<file path="src/hdl/serial_bus_pkg.sv">
`default_nettype none

package serial_bus_pkg;

	localparam int PORT_SEL_W = 3; // Up to 8 ports

	typedef logic [7:0] reg_data_t;
	typedef logic [2:0] reg_offset_t;
	typedef logic [PORT_SEL_W-1:0] port_sel_t;

	typedef logic [31:0] axi_addr_t;
	typedef logic [31:0] axi_data_t;
	typedef logic [3:0] axi_strb_t;
	typedef logic [1:0] axi_resp_t;

	localparam axi_resp_t AXI_RESP_OKAY = 2'b00;

	typedef struct packed {
		axi_addr_t addr;
	} axi_aw_t;

	typedef struct packed {
		axi_data_t data;
		axi_strb_t strb;
	} axi_w_t;

	typedef struct packed {
		axi_data_t data;
		axi_resp_t resp;
	} axi_r_t;

	// Byte-wide register bus, strobes last one cycle
	typedef struct packed {
		port_sel_t port;
		reg_offset_t offset;
		reg_data_t wdata;
		logic wr;
		logic rd;
	} reg_req_t;

endpackage

`default_nettype wire

</file>
<file path="src/hdl/uart_pkg.sv">
`default_nettype none

package uart_pkg;

	// Register offsets inside one port, offset 6 is unused
	localparam logic [2:0] REG_DATA = 3'd0;
	localparam logic [2:0] REG_IER = 3'd1;
	localparam logic [2:0] REG_LSR = 3'd2;
	localparam logic [2:0] REG_DIV = 3'd3;
	localparam logic [2:0] REG_MCR = 3'd4;
	localparam logic [2:0] REG_MSR = 3'd5;
	localparam logic [2:0] REG_SCR = 3'd7;

	localparam int LSR_DR = 0;   // Receive data ready
	localparam int LSR_OE = 1;   // Overrun
	localparam int LSR_TEMT = 5; // Transmitter empty

	typedef enum logic [1:0] {
		TX_IDLE,
		TX_START,
		TX_DATA,
		TX_STOP
	} tx_state_e;

	typedef enum logic [1:0] {
		RX_IDLE,
		RX_START,
		RX_DATA,
		RX_STOP
	} rx_state_e;

	typedef struct packed {
		logic cts;
		logic dsr;
		logic ri;
		logic dcd;
	} modem_in_t;

endpackage

`default_nettype wire

</file>
<file path="src/hdl/axi_reg_bridge.sv">
`timescale 1ns/1ps
`default_nettype none

module axi_reg_bridge
	import serial_bus_pkg::*;
#(
	parameter int PORT_NUM = 4
)
(
	input wire aclk_i,
	input wire rst_n_i,

	input wire axi_aw_t aw_i,
	input wire awvalid_i,
	output logic awready_o,

	input wire axi_w_t w_i,
	input wire wvalid_i,
	output logic wready_o,

	output axi_resp_t bresp_o,
	output logic bvalid_o,
	input wire bready_i,

	input wire axi_addr_t araddr_i,
	input wire arvalid_i,
	output logic arready_o,

	output axi_r_t r_o,
	output logic rvalid_o,
	input wire rready_i,

	output reg_req_t reg_req_o,
	input wire reg_data_t rd_data_i
);

	typedef enum logic [1:0] {
		W_IDLE,
		W_STRB,
		W_RESP
	} wr_state_e;

	typedef enum logic [1:0] {
		R_IDLE,
		R_STRB,
		R_RESP
	} rd_state_e;

	wr_state_e wr_state_q;
	rd_state_e rd_state_q;
	logic prio_wr_q; // Write wins the next collision

	port_sel_t port_q;
	reg_offset_t offset_q;
	reg_data_t wdata_q;
	logic wen_q;
	logic ren_q;
	reg_data_t rdata_q;

	port_sel_t aw_port;
	port_sel_t ar_port;
	logic wr_ok;
	logic rd_ok;
	logic wr_req;
	logic rd_req;
	logic wr_turn;
	logic rd_turn;
	logic wr_grant;
	logic rd_grant;

	assign aw_port = aw_i.addr[5 +: PORT_SEL_W];
	assign ar_port = araddr_i[5 +: PORT_SEL_W];

	assign wr_ok = wr_state_q == W_IDLE;
	assign rd_ok = rd_state_q == R_IDLE;
	assign wr_req = awvalid_i & wvalid_i & wr_ok;
	assign rd_req = arvalid_i & rd_ok;
	assign wr_turn = prio_wr_q | !rd_req;
	assign rd_turn = !prio_wr_q | !wr_req;
	assign wr_grant = wr_req & wr_turn;
	assign rd_grant = rd_req & rd_turn;

	// aw and w are only taken together
	assign awready_o = wr_ok & wr_turn & (wvalid_i | !awvalid_i);
	assign wready_o = wr_ok & wr_turn & (awvalid_i | !wvalid_i);
	assign arready_o = rd_ok & rd_turn;

	always_ff @(posedge aclk_i)
	begin
		if (!rst_n_i)
		begin
			wr_state_q <= W_IDLE;
			rd_state_q <= R_IDLE;
			prio_wr_q <= 1'b1;
		end
		else
		begin
			case (wr_state_q)
				W_IDLE: if (wr_grant) wr_state_q <= W_STRB;
				W_STRB: wr_state_q <= bready_i ? W_IDLE : W_RESP;
				W_RESP: if (bready_i) wr_state_q <= W_IDLE;
				default: wr_state_q <= W_IDLE;
			endcase
			case (rd_state_q)
				R_IDLE: if (rd_grant) rd_state_q <= R_STRB;
				R_STRB: rd_state_q <= R_RESP;
				R_RESP: if (rready_i) rd_state_q <= R_IDLE;
				default: rd_state_q <= R_IDLE;
			endcase
			if (wr_grant)
				prio_wr_q <= 1'b0;
			else if (rd_grant)
				prio_wr_q <= 1'b1;
		end
	end

	// Request fields, only one grant per edge
	always_ff @(posedge aclk_i)
	begin
		if (wr_grant)
		begin
			port_q <= aw_port;
			offset_q <= aw_i.addr[4:2];
			wdata_q <= w_i.data[7:0];
			wen_q <= w_i.strb[0] & (int'(aw_port) < PORT_NUM);
		end
		else if (rd_grant)
		begin
			port_q <= ar_port;
			offset_q <= araddr_i[4:2];
			ren_q <= int'(ar_port) < PORT_NUM;
		end
		if (rd_state_q == R_STRB)
			rdata_q <= ren_q ? rd_data_i : '0; // Missing ports read as zero
	end

	always_comb
	begin
		reg_req_o.port = port_q;
		reg_req_o.offset = offset_q;
		reg_req_o.wdata = wdata_q;
		reg_req_o.wr = (wr_state_q == W_STRB) & wen_q;
		reg_req_o.rd = (rd_state_q == R_STRB) & ren_q;
	end

	assign bvalid_o = wr_state_q != W_IDLE;
	assign bresp_o = AXI_RESP_OKAY;
	assign rvalid_o = rd_state_q == R_RESP;
	assign r_o = '{data: {24'b0, rdata_q}, resp: AXI_RESP_OKAY};

endmodule

`default_nettype wire

</file>
<file path="src/hdl/uart_tx.sv">
`timescale 1ns/1ps
`default_nettype none

module uart_tx
	import serial_bus_pkg::*;
	import uart_pkg::*;
#(
	parameter int CLOCK_PRESCALE = 1
)
(
	input wire aclk_i,
	input wire rst_n_i,
	input wire load_i,
	input wire reg_data_t data_i,
	input wire reg_data_t divisor_i,
	output logic txd_o,
	output logic busy_o
);

	localparam int CNT_W = $clog2(256 * CLOCK_PRESCALE + 1);

	tx_state_e state_q;
	logic [CNT_W-1:0] cnt_q;
	logic [CNT_W-1:0] bit_len;
	logic [2:0] bit_idx_q;
	reg_data_t shift_q;

	assign bit_len = CNT_W'((int'(divisor_i) + 1) * CLOCK_PRESCALE);

	always_ff @(posedge aclk_i)
	begin
		if (!rst_n_i)
		begin
			state_q <= TX_IDLE;
			txd_o <= 1'b1;
			cnt_q <= '0;
			bit_idx_q <= '0;
		end
		else if (state_q == TX_IDLE)
		begin
			if (load_i)
			begin
				shift_q <= data_i;
				txd_o <= 1'b0; // Start bit
				cnt_q <= bit_len - 1'b1;
				state_q <= TX_START;
			end
		end
		else if (cnt_q != '0)
			cnt_q <= cnt_q - 1'b1;
		else
		begin
			cnt_q <= bit_len - 1'b1;
			case (state_q)
				TX_START:
				begin
					txd_o <= shift_q[0];
					shift_q <= shift_q >> 1;
					bit_idx_q <= '0;
					state_q <= TX_DATA;
				end
				TX_DATA:
				begin
					if (bit_idx_q == 3'd7)
					begin
						txd_o <= 1'b1; // Stop bit
						state_q <= TX_STOP;
					end
					else
					begin
						txd_o <= shift_q[0]; // LSB first
						shift_q <= shift_q >> 1;
						bit_idx_q <= bit_idx_q + 1'b1;
					end
				end
				default: state_q <= TX_IDLE;
			endcase
		end
	end

	assign busy_o = state_q != TX_IDLE;

endmodule

`default_nettype wire

</file>
<file path="src/hdl/uart_rx.sv">
`timescale 1ns/1ps
`default_nettype none

module uart_rx
	import serial_bus_pkg::*;
	import uart_pkg::*;
#(
	parameter int CLOCK_PRESCALE = 1
)
(
	input wire aclk_i,
	input wire rst_n_i,
	input wire rxd_i,
	input wire reg_data_t divisor_i,
	output logic valid_o,
	output reg_data_t data_o
);

	localparam int CNT_W = $clog2(256 * CLOCK_PRESCALE + 1);

	rx_state_e state_q;
	logic rxd_meta_q;
	logic rxd_sync_q;
	logic rxd_prev_q;
	logic [CNT_W-1:0] cnt_q;
	logic [CNT_W-1:0] bit_len;
	logic [2:0] bit_idx_q;
	reg_data_t shift_q;

	assign bit_len = CNT_W'((int'(divisor_i) + 1) * CLOCK_PRESCALE);

	always_ff @(posedge aclk_i)
	begin
		if (!rst_n_i)
		begin
			rxd_meta_q <= 1'b1;
			rxd_sync_q <= 1'b1;
			rxd_prev_q <= 1'b1;
			state_q <= RX_IDLE;
			cnt_q <= '0;
			bit_idx_q <= '0;
			valid_o <= 1'b0;
		end
		else
		begin
			rxd_meta_q <= rxd_i;
			rxd_sync_q <= rxd_meta_q;
			rxd_prev_q <= rxd_sync_q;
			valid_o <= 1'b0;
			if (state_q == RX_IDLE)
			begin
				if (rxd_prev_q && !rxd_sync_q)
				begin
					cnt_q <= (bit_len - 1'b1) >> 1; // Mid-bit, edge detect already took a cycle
					state_q <= RX_START;
				end
			end
			else if (cnt_q != '0)
				cnt_q <= cnt_q - 1'b1;
			else
			begin
				cnt_q <= bit_len - 1'b1;
				case (state_q)
					RX_START:
					begin
						bit_idx_q <= '0;
						state_q <= rxd_sync_q ? RX_IDLE : RX_DATA; // Glitch, not a start bit
					end
					RX_DATA:
					begin
						shift_q <= {rxd_sync_q, shift_q[7:1]};
						bit_idx_q <= bit_idx_q + 1'b1;
						if (bit_idx_q == 3'd7)
							state_q <= RX_STOP;
					end
					default:
					begin
						valid_o <= rxd_sync_q; // Framing error drops the byte
						state_q <= RX_IDLE;
					end
				endcase
			end
		end
	end

	assign data_o = shift_q;

endmodule

`default_nettype wire

</file>
<file path="src/hdl/uart_port_regs.sv">
`timescale 1ns/1ps
`default_nettype none

module uart_port_regs
	import serial_bus_pkg::*;
	import uart_pkg::*;
#(
	parameter int PORT_INDEX = 0,
	parameter int CLOCK_PRESCALE = 1
)
(
	input wire aclk_i,
	input wire rst_n_i,
	input wire reg_req_t reg_req_i,
	output reg_data_t rd_data_o,
	input wire modem_in_t modem_i,
	input wire rxd_i,
	output logic txd_o,
	output logic rts_o,
	output logic dtr_o,
	output logic irq_o
);

	reg_data_t ier_q;
	reg_data_t div_q;
	reg_data_t mcr_q;
	reg_data_t scr_q;
	reg_data_t rbr_q;
	reg_data_t lsr;
	reg_data_t rx_data;
	logic dr_q;
	logic oe_q;
	logic temt;
	logic tx_busy;
	logic tx_load;
	logic rx_valid;
	logic wr_en;
	logic rd_en;

	assign wr_en = reg_req_i.wr & (reg_req_i.port == port_sel_t'(PORT_INDEX));
	assign rd_en = reg_req_i.rd & (reg_req_i.port == port_sel_t'(PORT_INDEX));

	assign temt = !tx_busy;
	assign tx_load = wr_en & (reg_req_i.offset == REG_DATA) & temt; // Dropped while sending

	always_ff @(posedge aclk_i)
	begin
		if (!rst_n_i)
		begin
			ier_q <= '0;
			div_q <= 8'd1;
			mcr_q <= '0;
			scr_q <= '0;
		end
		else if (wr_en)
		begin
			case (reg_req_i.offset)
				REG_IER: ier_q <= reg_req_i.wdata;
				REG_DIV: div_q <= reg_req_i.wdata;
				REG_MCR: mcr_q <= reg_req_i.wdata;
				REG_SCR: scr_q <= reg_req_i.wdata;
				default: ;
			endcase
		end
	end

	always_ff @(posedge aclk_i)
	begin
		if (rx_valid)
			rbr_q <= rx_data;
	end

	// A new byte beats the clear from a DATA read
	always_ff @(posedge aclk_i)
	begin
		if (!rst_n_i)
		begin
			dr_q <= 1'b0;
			oe_q <= 1'b0;
		end
		else
		begin
			if (rd_en && reg_req_i.offset == REG_LSR)
				oe_q <= 1'b0;
			if (rx_valid)
			begin
				dr_q <= 1'b1;
				if (dr_q)
					oe_q <= 1'b1;
			end
			else if (rd_en && reg_req_i.offset == REG_DATA)
				dr_q <= 1'b0;
		end
	end

	always_comb
	begin
		lsr = '0;
		lsr[LSR_DR] = dr_q;
		lsr[LSR_OE] = oe_q;
		lsr[LSR_TEMT] = temt;
	end

	always_comb
	begin
		case (reg_req_i.offset)
			REG_DATA: rd_data_o = rbr_q;
			REG_IER: rd_data_o = ier_q;
			REG_LSR: rd_data_o = lsr;
			REG_DIV: rd_data_o = div_q;
			REG_MCR: rd_data_o = mcr_q;
			REG_MSR: rd_data_o = {4'b0, modem_i.cts, modem_i.dsr, modem_i.ri, modem_i.dcd};
			REG_SCR: rd_data_o = scr_q;
			default: rd_data_o = '0;
		endcase
	end

	assign rts_o = !mcr_q[1]; // Active low lines
	assign dtr_o = !mcr_q[0];
	assign irq_o = (dr_q & ier_q[0]) | (temt & ier_q[1]);

	uart_tx #(.CLOCK_PRESCALE(CLOCK_PRESCALE)) u_tx (
		.aclk_i(aclk_i),
		.rst_n_i(rst_n_i),
		.load_i(tx_load),
		.data_i(reg_req_i.wdata),
		.divisor_i(div_q),
		.txd_o(txd_o),
		.busy_o(tx_busy)
	);

	uart_rx #(.CLOCK_PRESCALE(CLOCK_PRESCALE)) u_rx (
		.aclk_i(aclk_i),
		.rst_n_i(rst_n_i),
		.rxd_i(rxd_i),
		.divisor_i(div_q),
		.valid_o(rx_valid),
		.data_o(rx_data)
	);

endmodule

`default_nettype wire

</file>
<file path="src/hdl/multi_serial.sv">
`timescale 1ns/1ps
`default_nettype none

module multi_serial
	import serial_bus_pkg::*;
	import uart_pkg::*;
#(
	parameter int PORT_NUM = 4,
	parameter int CLOCK_PRESCALE = 1
)
(
	input wire aclk_i,
	input wire rst_n_i,

	input wire axi_aw_t aw_i,
	input wire awvalid_i,
	output logic awready_o,

	input wire axi_w_t w_i,
	input wire wvalid_i,
	output logic wready_o,

	output axi_resp_t bresp_o,
	output logic bvalid_o,
	input wire bready_i,

	input wire axi_addr_t araddr_i,
	input wire arvalid_i,
	output logic arready_o,

	output axi_r_t r_o,
	output logic rvalid_o,
	input wire rready_i,

	input wire [PORT_NUM-1:0] rxd_i,
	output logic [PORT_NUM-1:0] txd_o,
	output logic [PORT_NUM-1:0] rts_o,
	output logic [PORT_NUM-1:0] dtr_o,
	input wire [PORT_NUM-1:0] cts_i,
	input wire [PORT_NUM-1:0] dsr_i,
	input wire [PORT_NUM-1:0] ri_i,
	input wire [PORT_NUM-1:0] dcd_i,

	output logic interrupt_o
);

	reg_req_t reg_req;
	reg_data_t rd_data;
	reg_data_t port_rd_data [PORT_NUM];
	logic [PORT_NUM-1:0] port_irq;

	// Ports outside the array read as zero
	always_comb
	begin
		rd_data = '0;
		for (int i = 0; i < PORT_NUM; i++)
		begin
			if (int'(reg_req.port) == i)
				rd_data = port_rd_data[i];
		end
	end

	assign interrupt_o = |port_irq;

	axi_reg_bridge #(.PORT_NUM(PORT_NUM)) u_bridge (
		.aclk_i(aclk_i),
		.rst_n_i(rst_n_i),
		.aw_i(aw_i),
		.awvalid_i(awvalid_i),
		.awready_o(awready_o),
		.w_i(w_i),
		.wvalid_i(wvalid_i),
		.wready_o(wready_o),
		.bresp_o(bresp_o),
		.bvalid_o(bvalid_o),
		.bready_i(bready_i),
		.araddr_i(araddr_i),
		.arvalid_i(arvalid_i),
		.arready_o(arready_o),
		.r_o(r_o),
		.rvalid_o(rvalid_o),
		.rready_i(rready_i),
		.reg_req_o(reg_req),
		.rd_data_i(rd_data)
	);

	for (genvar i = 0; i < PORT_NUM; i++)
	begin : g_port
		modem_in_t modem;

		assign modem = '{cts: cts_i[i], dsr: dsr_i[i], ri: ri_i[i], dcd: dcd_i[i]};

		uart_port_regs #(
			.PORT_INDEX(i),
			.CLOCK_PRESCALE(CLOCK_PRESCALE)
		) u_port (
			.aclk_i(aclk_i),
			.rst_n_i(rst_n_i),
			.reg_req_i(reg_req),
			.rd_data_o(port_rd_data[i]),
			.modem_i(modem),
			.rxd_i(rxd_i[i]),
			.txd_o(txd_o[i]),
			.rts_o(rts_o[i]),
			.dtr_o(dtr_o[i]),
			.irq_o(port_irq[i])
		);
	end

endmodule

`default_nettype wire

</file>
<file path="config.mk">
export PLATFORM = sky130hd
export DESIGN_NAME = multi_serial
export DESIGN_NICKNAME = d
export VERILOG_FILES = /design/src/hdl/serial_bus_pkg.sv /design/src/hdl/uart_pkg.sv /design/src/hdl/axi_reg_bridge.sv /design/src/hdl/uart_tx.sv /design/src/hdl/uart_rx.sv /design/src/hdl/uart_port_regs.sv /design/src/hdl/multi_serial.sv
export SDC_FILE = /design/constraint.sdc
export NUM_CORES = 1
export LEC_CHECK = 0
export ABC_AREA = 1
export CAP_MARGIN = 25
export CORE_MARGIN = 3
export CORE_UTILIZATION = 60
export CTS_BUF_LIST = sky130_fd_sc_hd__clkbuf_8
export DETAILED_ROUTE_END_ITERATION = 8
export DONT_BUFFER_PORTS = 1
export GPL_TIMING_DRIVEN = 0
export PLACE_DENSITY = 0.84
export SYNTH_ARGS = -nofsm -noshare
export SYNTH_HDL_FRONTEND = slang
export SYNTH_SLANG_ARGS = --single-unit
</file>
<file path="constraint.sdc">
create_clock -name aclk_i -period 4.1 [get_ports aclk_i]
set_input_delay 0.615 -clock aclk_i [delete_from_list [all_inputs] [get_ports aclk_i]]
set_output_delay 0.615 -clock aclk_i [all_outputs]
set_load 0.01 [all_outputs]
</file>
# Word-level counts from Yosys, hierarchy flattened
# Cells that the tools add are included.
# op_classes
magnitude_cmp	2
mux	161
n_reduce_logical	128
shift	0
add_sub_neg	24
mul	0
n_div	0
eq_ne	76
bitwise_logic	62
# ops
cell	count
$pmux W8 S7	4
$mux W9	24
$mux W8	20
$sub A9 B1 Y9 const B	12
$mux W2	41
$reduce_bool A9 Y1	8
$pmux W8 S2	4
$pmux W3 S2	8
$reduce_and A3 Y1	16
$eq A3 B3 Y1 const B	13
$mux W1	38
$reduce_and A2 Y1	19
$add A8 B1 Y9 const B	4
$and A1 B1 Y1	36
$ne A3 B3 Y1 const B	12
$reduce_bool A2 Y1	18
$pmux W2 S2	8
$reduce_and A4 Y1	8
$ne A2 B2 Y1 const B	15
$add A3 B1 Y3 const B	8
$mux W3	8
$logic_not A1 Y1	21
$eq A2 B1 Y1 const B	10
$eq A2 B2 Y1 const B	10
other kinds (15)	88
# totals
latchBits	0
romBits	0
output_inout_bits	54
ramBits	0
reg_bits	393
word_cells	542
n_memories	0

# Logic depth before layout (Yosys ltp)
# Gate-level depths: netlist (run 1).
# logic_depth
ltp_word	7
mapped_depth	13

# By module
# Synthesis (run 1) repeated with hierarchy kept, for this count alone.
# hier_totals
hier_cells	2852
hier_area_um2	20789.9
# modules_own_cells
module	n_inst	cells_each	area_per_inst_um2
uart_tx	4	186	1348.8
uart_port_regs (g_port[1].u_port ...)	2	304	2025.7
uart_rx (g_port[0].u_port.u_rx ...)	3	174	1342.5
uart_port_regs (g_port[0].u_port)	1	308	2129.5
uart_port_regs (g_port[3].u_port)	1	305	2088.3
axi_reg_bridge	1	139	1413.9
uart_rx (g_port[3].u_port.u_rx)	1	173	1345.0
multi_serial	1	53	339.1

# Worst setup path before layout (run 1)
# No wires, ideal clock.
# synth_path
path_kind	flip-flop to flip-flop
from	register g_port[1].u_port.u_tx.state_q[0]
to	register g_port[1].u_port.u_tx.shift_q[0], enable pin
slack_ns	1.623
setup_ns	0.386
t_arrival_ns	2.091
period_less_slack_ns	2.477
stages_incl_launch_ff	10
path_cell_list	dfxtp_1 inv_1 ha_1 buf_2 inv_1 clkbuf_1 a21oi_1 nor2_1 nand2_1 a211oi_1
# synth_via
elab_chain_cells	5
word_cells_on_any_way	11
# synth_rtl
element	line_no	source
start, declared	uart_tx.sv:22	tx_state_e state_q;
start signal, assigned	uart_tx.sv:34	state_q <= TX_IDLE;
start signal, assigned	uart_tx.sv:46	state_q <= TX_START;
start signal, assigned	uart_tx.sv:60	state_q <= TX_DATA;
$reduce_bool A2 Y1	uart_tx.sv:81	assign busy_o = state_q != TX_IDLE;
$logic_not A1 Y1	uart_port_regs.sv:43	assign temt = !tx_busy;
$and A1 B1 Y1	uart_port_regs.sv:44	assign tx_load = wr_en & (reg_req_i.offset == REG_DATA) & temt;
$ne A2 B1 Y1 (no line)	--	
$reduce_and A5 Y1 (no line) *	--	
end signal, assigned	uart_tx.sv:43	shift_q <= data_i;
end signal, assigned	uart_tx.sv:58	shift_q <= shift_q >> 1;
end signal, assigned	uart_tx.sv:72	shift_q <= shift_q >> 1;
end, declared	uart_tx.sv:26	reg_data_t shift_q;
# Mark *: on every way between the ends. The rest lies on a longest branch, timed or not.
# A chain may end at the register's enable or synchronous reset.

# Worst setup path after layout (run 1)
# layout_path
from	register g_port[0].u_port.u_tx.state_q[0]
to	output interrupt_o
# layout_via
elab_chain_cells	5
# layout_rtl
element	line_no	source
start, declared	uart_tx.sv:22	
start signal, assigned	uart_tx.sv:34	
start signal, assigned	uart_tx.sv:46	
start signal, assigned	uart_tx.sv:60	
$reduce_bool A2 Y1	uart_tx.sv:81	
$logic_not A1 Y1	uart_port_regs.sv:43	
$and A1 B1 Y1	uart_port_regs.sv:120	assign irq_o = (dr_q & ier_q[0]) | (temt & ier_q[1]);
$or A1 B1 Y1	uart_port_regs.sv:120	
$reduce_or A4 Y1	multi_serial.sv:63	assign interrupt_o = |port_irq;
end, declared	multi_serial.sv:44	output logic interrupt_o
# No other way between the ends.

==> impl_results.md, run 1 <==
- Sum Neg Setup Slack: 0 ps
- All-layer global routing usage: 35.2%
- Async SR Flop Fraction: 0%
- RSZ-0062 raised after global routing: false
- Vias in the first global route: 17100
- Leak pwr: 9.34 nW
- Reg2Reg Depth: 8
- HP Class: in2reg
- Clk slew on worst S/H paths: 60 ps
- Post-DP Area: 20000 µm²
- Final HPWL from detailed placement: 43600 µm
- Row count: 65
- Layout cells sized above 1: 9.39%
- Crit Path Class: reg2out
- Post-Synthesis Cells: 2555
- Buf/Inv on CP: 4
- Pre-antenna DRT Iters: 6
- # hold bufs at CTS: 0
- Clock Latency Late Sink: 590 ps
- CP max stage delay: 390 ps
- Fill cells: 2602
- # DRC: 0
- IO Pins: 181
- Crit start category: flop
- Final Instance Area: 21400 µm²
- Setup bufs post-CTS: 0
- Top FF cell, synth: dfxtp_1
- DR vias/cell: 5.83
- Max Slew Vio Count: 0
- Largest net degree at the start of global routing: 17
- Combinational family with the most area after synthesis: simple AND/OR/NAND/NOR gates
- Cell variety after synth: 42
- Die area: 34400 µm²
- IO buf count: 0
- Yosys warns: 0
- Synth Area per Inst: 7.55 µm²
- Adder-cell share of the synthesized area: 3.37%
- CTS Root Cell: clkbuf_8
- Commonest non-fill, non-tap cell in the layout: nand2_1
- Max-capacitance violation count: 0
- Vias: 18200
- Chip height: 185 µm
- Worst-path fanout max: 10
- Endpoints failing hold: 0
- Stages on the worst setup path: 8
- Setup WS pre-CTS: 952 ps
- WP data arrival: 2870 ps
- CTS tree: built
- Peak supply drop: 0.502 mV
- Flops & latches, synth: 393
- Total CTS buffers: 67
- # clock sinks: 393
- Minimum clock period: 3490 ps
- Hold depth: 0
- Area Overhead vs Synth: 10.9%
- Clock skew: 34.5 ps
- Core area: 31600 µm²
- Post-synthesis simple-gate area fraction: 26.0%
- Multiplexer area fraction after synthesis: 0%
- Starting density of the core: 61.0%
- Final setup margin: 615 ps
- Peak Freq: 287 MHz
- Max_slew headroom: 24.1%
- Worst-Margin Slew: 1140 ps
- P per Cell Area: 625 nW/µm²
- Highest-count cells in the layout ignoring fill and taps: 534 x nand2_1, 342 x nor2_1, 273 x inv_1, 273 x dfxtp_1, 215 x o21ai_0
- Compound-Gate Fraction of Synth Area: 12.0%
- Final global-route overflow total: 0
- Final setup vio count: 0
- Nets@finish: 2844
- Reg area: 9070 µm²
- Setup crit end kind: output port
- Outcome: complete, no violations
- Crit-path slowest cell: dfxtp_1
- Initial antenna violation count: 3
- Worst Hold Margin: 121 ps
- Area of the multi-input gates: 8430 µm²
- Total routed wirelength: 60900 µm
- Final period utilization: 85.0%
- Avg WL per Cell: 19.5 µm
- Synth Area in XOR/XNOR: 1.72%
- Sequential area share after synthesis: 47.0%
- Worst Path Required: 3480 ps
- Resized cells post-CTS: 0
- CP Cell Sequence: inv_1 > ha_1 > clkbuf_1 > inv_1 > clkbuf_1 > o21ai_0 > a221oi_1 > nand3_1
- Die X-Extent: 185 µm
- Overall power: 0.0134 W
- Mapped cell area: 19300 µm²
- EDFF count, synth: 120
- First-pass GRT wire length: 92900 µm
- H-tree Lvls: 3
- Largest delay share family, worst path: buffers and inverters
- DR iter-0 viols: 2230
- GP Congestion: 1.01
- Routed Antenna Nets: 0
- Worst-case clock buffer depth: 3
## report_power, final
| group | internal (W) | switching [W] | total, W |
|---|---|---|---|
| clock | 0.00192 | 0.00160 | 0.00352 |
| sequential | 0.00456 | 0.000367 | 0.00492 |
| combinational | 0.00163 | 0.00331 | 0.00494 |
| total | 0.00811 | 0.00527 | 0.0134 |
## synth_stat cells, drive strengths merged (10+ instances only)
cell type / instances / area share [%]
a21oi: 164 / 4.3
buf: 96 / 3.2
clkbuf: 62 / 1.2
dfxtp: 273 / 28
edfxtp: 120 / 19
ha: 52 / 3.4
inv: 278 / 5.4
nand2: 540 / 11
nand3: 188 / 4.9
nand4: 60 / 1.9
nor2: 350 / 7.0
nor3: 24 / 0.62
o211ai: 10 / 0.39
o21ai: 240 / 6.2
or2: 10 / 0.32
xnor2: 14 / 0.64
xor2: 24 / 1.1
## cell type report
class	count	area share, %
multi-input cells	1746	39.4
clock inverters	42	1.17
repair buffers	14	0.707
inverters	285	5.00
plain buffers	158	3.99
well taps	402	2.35
flip-flops and latches	393	42.4
clock buffers	78	5.01
diodes	3	0.0351
## layer usage
layer	up-vias	part of all wire [%]	track usage, %
met5	-	0.038	0
met4	4	5.6	18.3
met3	209	12	8.25
met2	1121	43	54.1
met1	8371	39	46.4
li1	8500	-	-
## logic make-up (layout without fill, tap and decap cells)
kind of cell,count (synthesis),in the layout
flops,393,393
compound gates,440,440
other cells,1,31
xor+xnor,38,38
simple gates,1188,1188
buf+inv,443,577
fa+ha+maj,52,52
## metrics by stage
| step | std cells | util (%) |
|---|---|---|
| 3_3_place_gp | 2984 | 62.9 |
| 4_1_cts | 3114 | 67.6 |
| 3_5_place_dp | 2994 | 63.4 |
| 5_1_grt | 3119 | 67.7 |
| 6_report | 3121 | 67.7 |
| 2_1_floorplan | 2582 | - |
## final timing paths
path                                       to  slack [ps]                        startpoint
max                               interrupt_o         610  g_port[0].u_port.u_tx.state_q[0]
min                       u_bridge.wdata_q[4]         120                            w_i[8]
max reg2reg  g_port[2].u_port.u_tx.shift_q[4]        1150                u_bridge.port_q[0]
min reg2reg  g_port[0].u_port.u_rx.rxd_sync_q         410  g_port[0].u_port.u_rx.rxd_meta_q
## flip-flops by register name, summed over array words and instances, names as in the netlist, 32 cells and up
signal / cells
g_port.u_port.ier_q: 32
g_port.u_port.mcr_q: 32
g_port.u_port.rbr_q: 32
g_port.u_port.div_q: 32
g_port.u_port.u_tx.cnt_q: 36
g_port.u_port.scr_q: 32
g_port.u_port.u_rx.data_o: 32
g_port.u_port.u_rx.cnt_q: 36
g_port.u_port.u_tx.shift_q: 32
Note: power is estimated with default switching activity, not from simulation.
==> run 2, diff against run 1 <==
- SYNTH_HIERARCHICAL: default -> 1
- clock period: 4.1 -> 3.8 ns (I/O delays scaled with it)
==> run 2 against run 1 <==
  * Worst hold slack lost 82 ps
  * First-iteration DRC count shrank 28%
  * Routed wire length fell by 13%
  * Power grew 17%
  * Area after synthesis up 7.7%
  * Via count up 3.3%
  * Synthesized cell count rose by 12%
  * Clock power is 2% higher
  * Cell area increased by 6.4%
==> impl_results.md, run 2 <==
- Worst-case clock buffer depth: 3
- Total routed wirelength: 52700 µm
- P per Cell Area: 686 nW/µm²
- Crit start category: flop
- Area of the multi-input gates: 9550 µm²
- Flops & latches, synth: 393
- Worst-path fanout max: 18
- All-layer global routing usage: 28.6%
- Highest-count cells in the layout ignoring fill and taps: 751 x nand2_1, 424 x inv_1, 422 x nor2_1, 273 x dfxtp_1, 198 x nand3_1
- Leak pwr: 10.0 nW
- Max Slew Vio Count: 0
- Final setup vio count: 0
- Hold depth: 0
- Clock skew: 27.0 ps
- Antenna Cells: 0
- Top Registers: g_port.u_port/u_rx/cnt_q x36, g_port.u_port/u_tx/cnt_q x36
- HP Class: in2reg
- Outcome: complete, no violations
- # DRC: 0
- Nets@finish: 3133
- Post-Synthesis Cells: 2852
- Chip height: 192 µm
- Clk slew on worst S/H paths: 60 ps
- H-tree Lvls: 3
- HP Start: w_i[8]
- Top-area cell type share of the netlist area: 26.3%
- Crit-path slowest cell: edfxtp_1
- Register-to-register setup slack: 580 ps
- WHS Endpoint: u_bridge/wdata_q[4]
- Synth area leader: dfxtp_1
- CP Cell Sequence: buf_2 > inv_2 > nand2_1 > nor3_1 > nand2_1 > nand2_1 > nand2_1 > nor2_1
- Async SR Flop Fraction: 0%
- Fill cells: 2820
- CTS tree: built
- Setup WS pre-CTS: 706 ps
- Routed Antenna Nets: 0
- Layout cells sized above 1: 10.1%
- Max-capacitance violation count: 0
- RR Startpoint: u_bridge/offset_q[2]
- Synth top cells by count: 751 x nand2_1, 422 x nor2_1, 399 x inv_1
- RSZ-0062 raised after global routing: false
- CP max stage delay: 810 ps
- Core area: 33900 µm²
- Initial antenna violation count: 0
- # clock sinks: 393
- Most common cell in the synthesized netlist: nand2_1
- Sum Neg Setup Slack: 0 ps
- Total CTS buffers: 68
- Reg area: 9070 µm²
- Avg WL per Cell: 15.2 µm
- Area Overhead vs Synth: 9.54%
- Pre-antenna DRT Iters: 6
- Die X-Extent: 192 µm
- First-pass GRT wire length: 85700 µm
- IO buf count: 0
- Worst-Margin Slew: 1060 ps
- Final global-route overflow total: 0
- Row count: 67
- Commonest non-fill, non-tap cell in the layout: nand2_1
- Vias: 18800
- Sequential area share after synthesis: 43.6%
- Worst Path Required: 4030 ps
- Reg2Reg Depth: 8
- Max_slew headroom: 29.6%
- IO Pins: 181
- Peak supply drop: 0.462 mV
- CTS Root Cell: clkbuf_8
- Cell variety after synth: 41
- Peak Freq: 311 MHz
- Largest net degree at the start of global routing: 43
- Final Util: 67.2%
- Most frequent CP cell: nand2_1
- Final HPWL from detailed placement: 37700 µm
- DR iter-0 viols: 1614
- Vias in the first global route: 17700
- Stages on the worst setup path: 8
- Final setup margin: 581 ps
- Die area: 36900 µm²
- Crit Path Class: reg2reg
- Top post-synthesis cells by area: dfxtp_1 26%, edfxtp_1 17%, nand2_1 14%
- Top FF cell, synth: dfxtp_1
- Synth Area per Inst: 7.29 µm²
- Clock Latency Late Sink: 620 ps
- Endpoints failing hold: 0
- R2r endpoint: g_port[0].u_port/u_tx/shift_q[6]
- Yosys warns: 6
- Setup crit end kind: flop
- Buf/Inv on CP: 2
- Minimum clock period: 3220 ps
- Mapped cell area: 20800 µm²
- WP data arrival: 3450 ps
- Largest delay share family, worst path: simple AND/OR/NAND/NOR gates
- Starting density of the core: 61.4%
- DR vias/cell: 5.44
- EDFF count, synth: 120
- GP Congestion: 0.952
- Final period utilization: 84.7%
run 2: cell count changes after synthesis, moves of 24 or more:
| cell | delta |
|---|---|
| nand4_1 | +26 |
| nor2_1 | +80 |
| clkbuf_1 | -49 |
| a21oi_1 | -38 |
| nand2_1 | +217 |
| inv_1 | +149 |
| o21ai_0 | -139 |
| o22ai_1 | +24 |
run 2: power breakdown:
group          internal (W)  switching [W]
logic               0.00219        0.00441
clock network       0.00185        0.00175
registers           0.00497       0.000465
run 2: worst max path at each step:
stage / start / to / slack, ps
3_5_place_dp: u_bridge/offset_q[2] / g_port[0].u_port/u_tx/shift_q[6] / 710
6_report: u_bridge/offset_q[2] / g_port[0].u_port/u_tx/shift_q[6] / 580
3_3_place_gp: u_bridge/offset_q[2] / g_port[0].u_port/u_tx/shift_q[7] / 780
4_1_cts: u_bridge/offset_q[2] / g_port[0].u_port/u_tx/shift_q[6] / 690
2_1_floorplan: rst_n_i / g_port[3].u_port/u_rx/data_o[0] / 1460
5_1_grt: u_bridge/offset_q[2] / g_port[0].u_port/u_tx/shift_q[6] / 480
run 2: per-layer routing:
| metal | part of all wire [%] | vias to the layer above | wire length, µm | global-route usage [%] |
|---|---|---|---|---|
| li1 | - | 9220 | - | - |
| met1 | 41 | 8600 | 21700 | 37.6 |
| met2 | 46 | 821 | 24300 | 46.8 |
| met3 | 9.0 | 172 | 4740 | 5.60 |
| met4 | 3.6 | 0 | 1890 | 11.2 |
| met5 | 0 | - | 0 | 0 |
run 2: what timing repair did:
action,in CTS,in global routing
gates resized for setup,0,0
hold buffers,1,0
setup buffers,0,0
endpoints found under the hold margin,1,0
run 2: metrics by stage:
stage / hold slack (ps) / instances / power (W) / area [µm²]
6_report: 39.4 / 3457 / 0.0156 / 22800
5_1_grt: 4.00 / 3457 / 0.0168 / 22800
4_1_cts: 0.246 / 3455 / 0.0157 / 22700
3_5_place_dp: 403 / 3329 / 0.0120 / 21500
3_3_place_gp: 396 / 3327 / 0.0117 / 21500
2_1_floorplan: 392 / 2879 / 0.0106 / 20900
run 2: area by class of cell:
cell class,instances,area share (%)
Timing Repair Buffer,5,0.242
Multi-Input combinational cell,1956,41.9
Clock inverter,52,1.12
Inverter,433,7.14
Clock buffer,73,4.41
Sequential cell,393,39.8
Tap cell,448,2.46
Buffer,97,2.89
run 2: logic make-up after synthesis:
group | synth area share [%]
other | 0.0180
adders and majority gates | 3.13
and+or+nand+nor | 35.1
buffers and inverters | 11.0
AOI/OAI and AO/OA | 6.34
xor gates and xnor gates | 0.843
DFF | 43.6
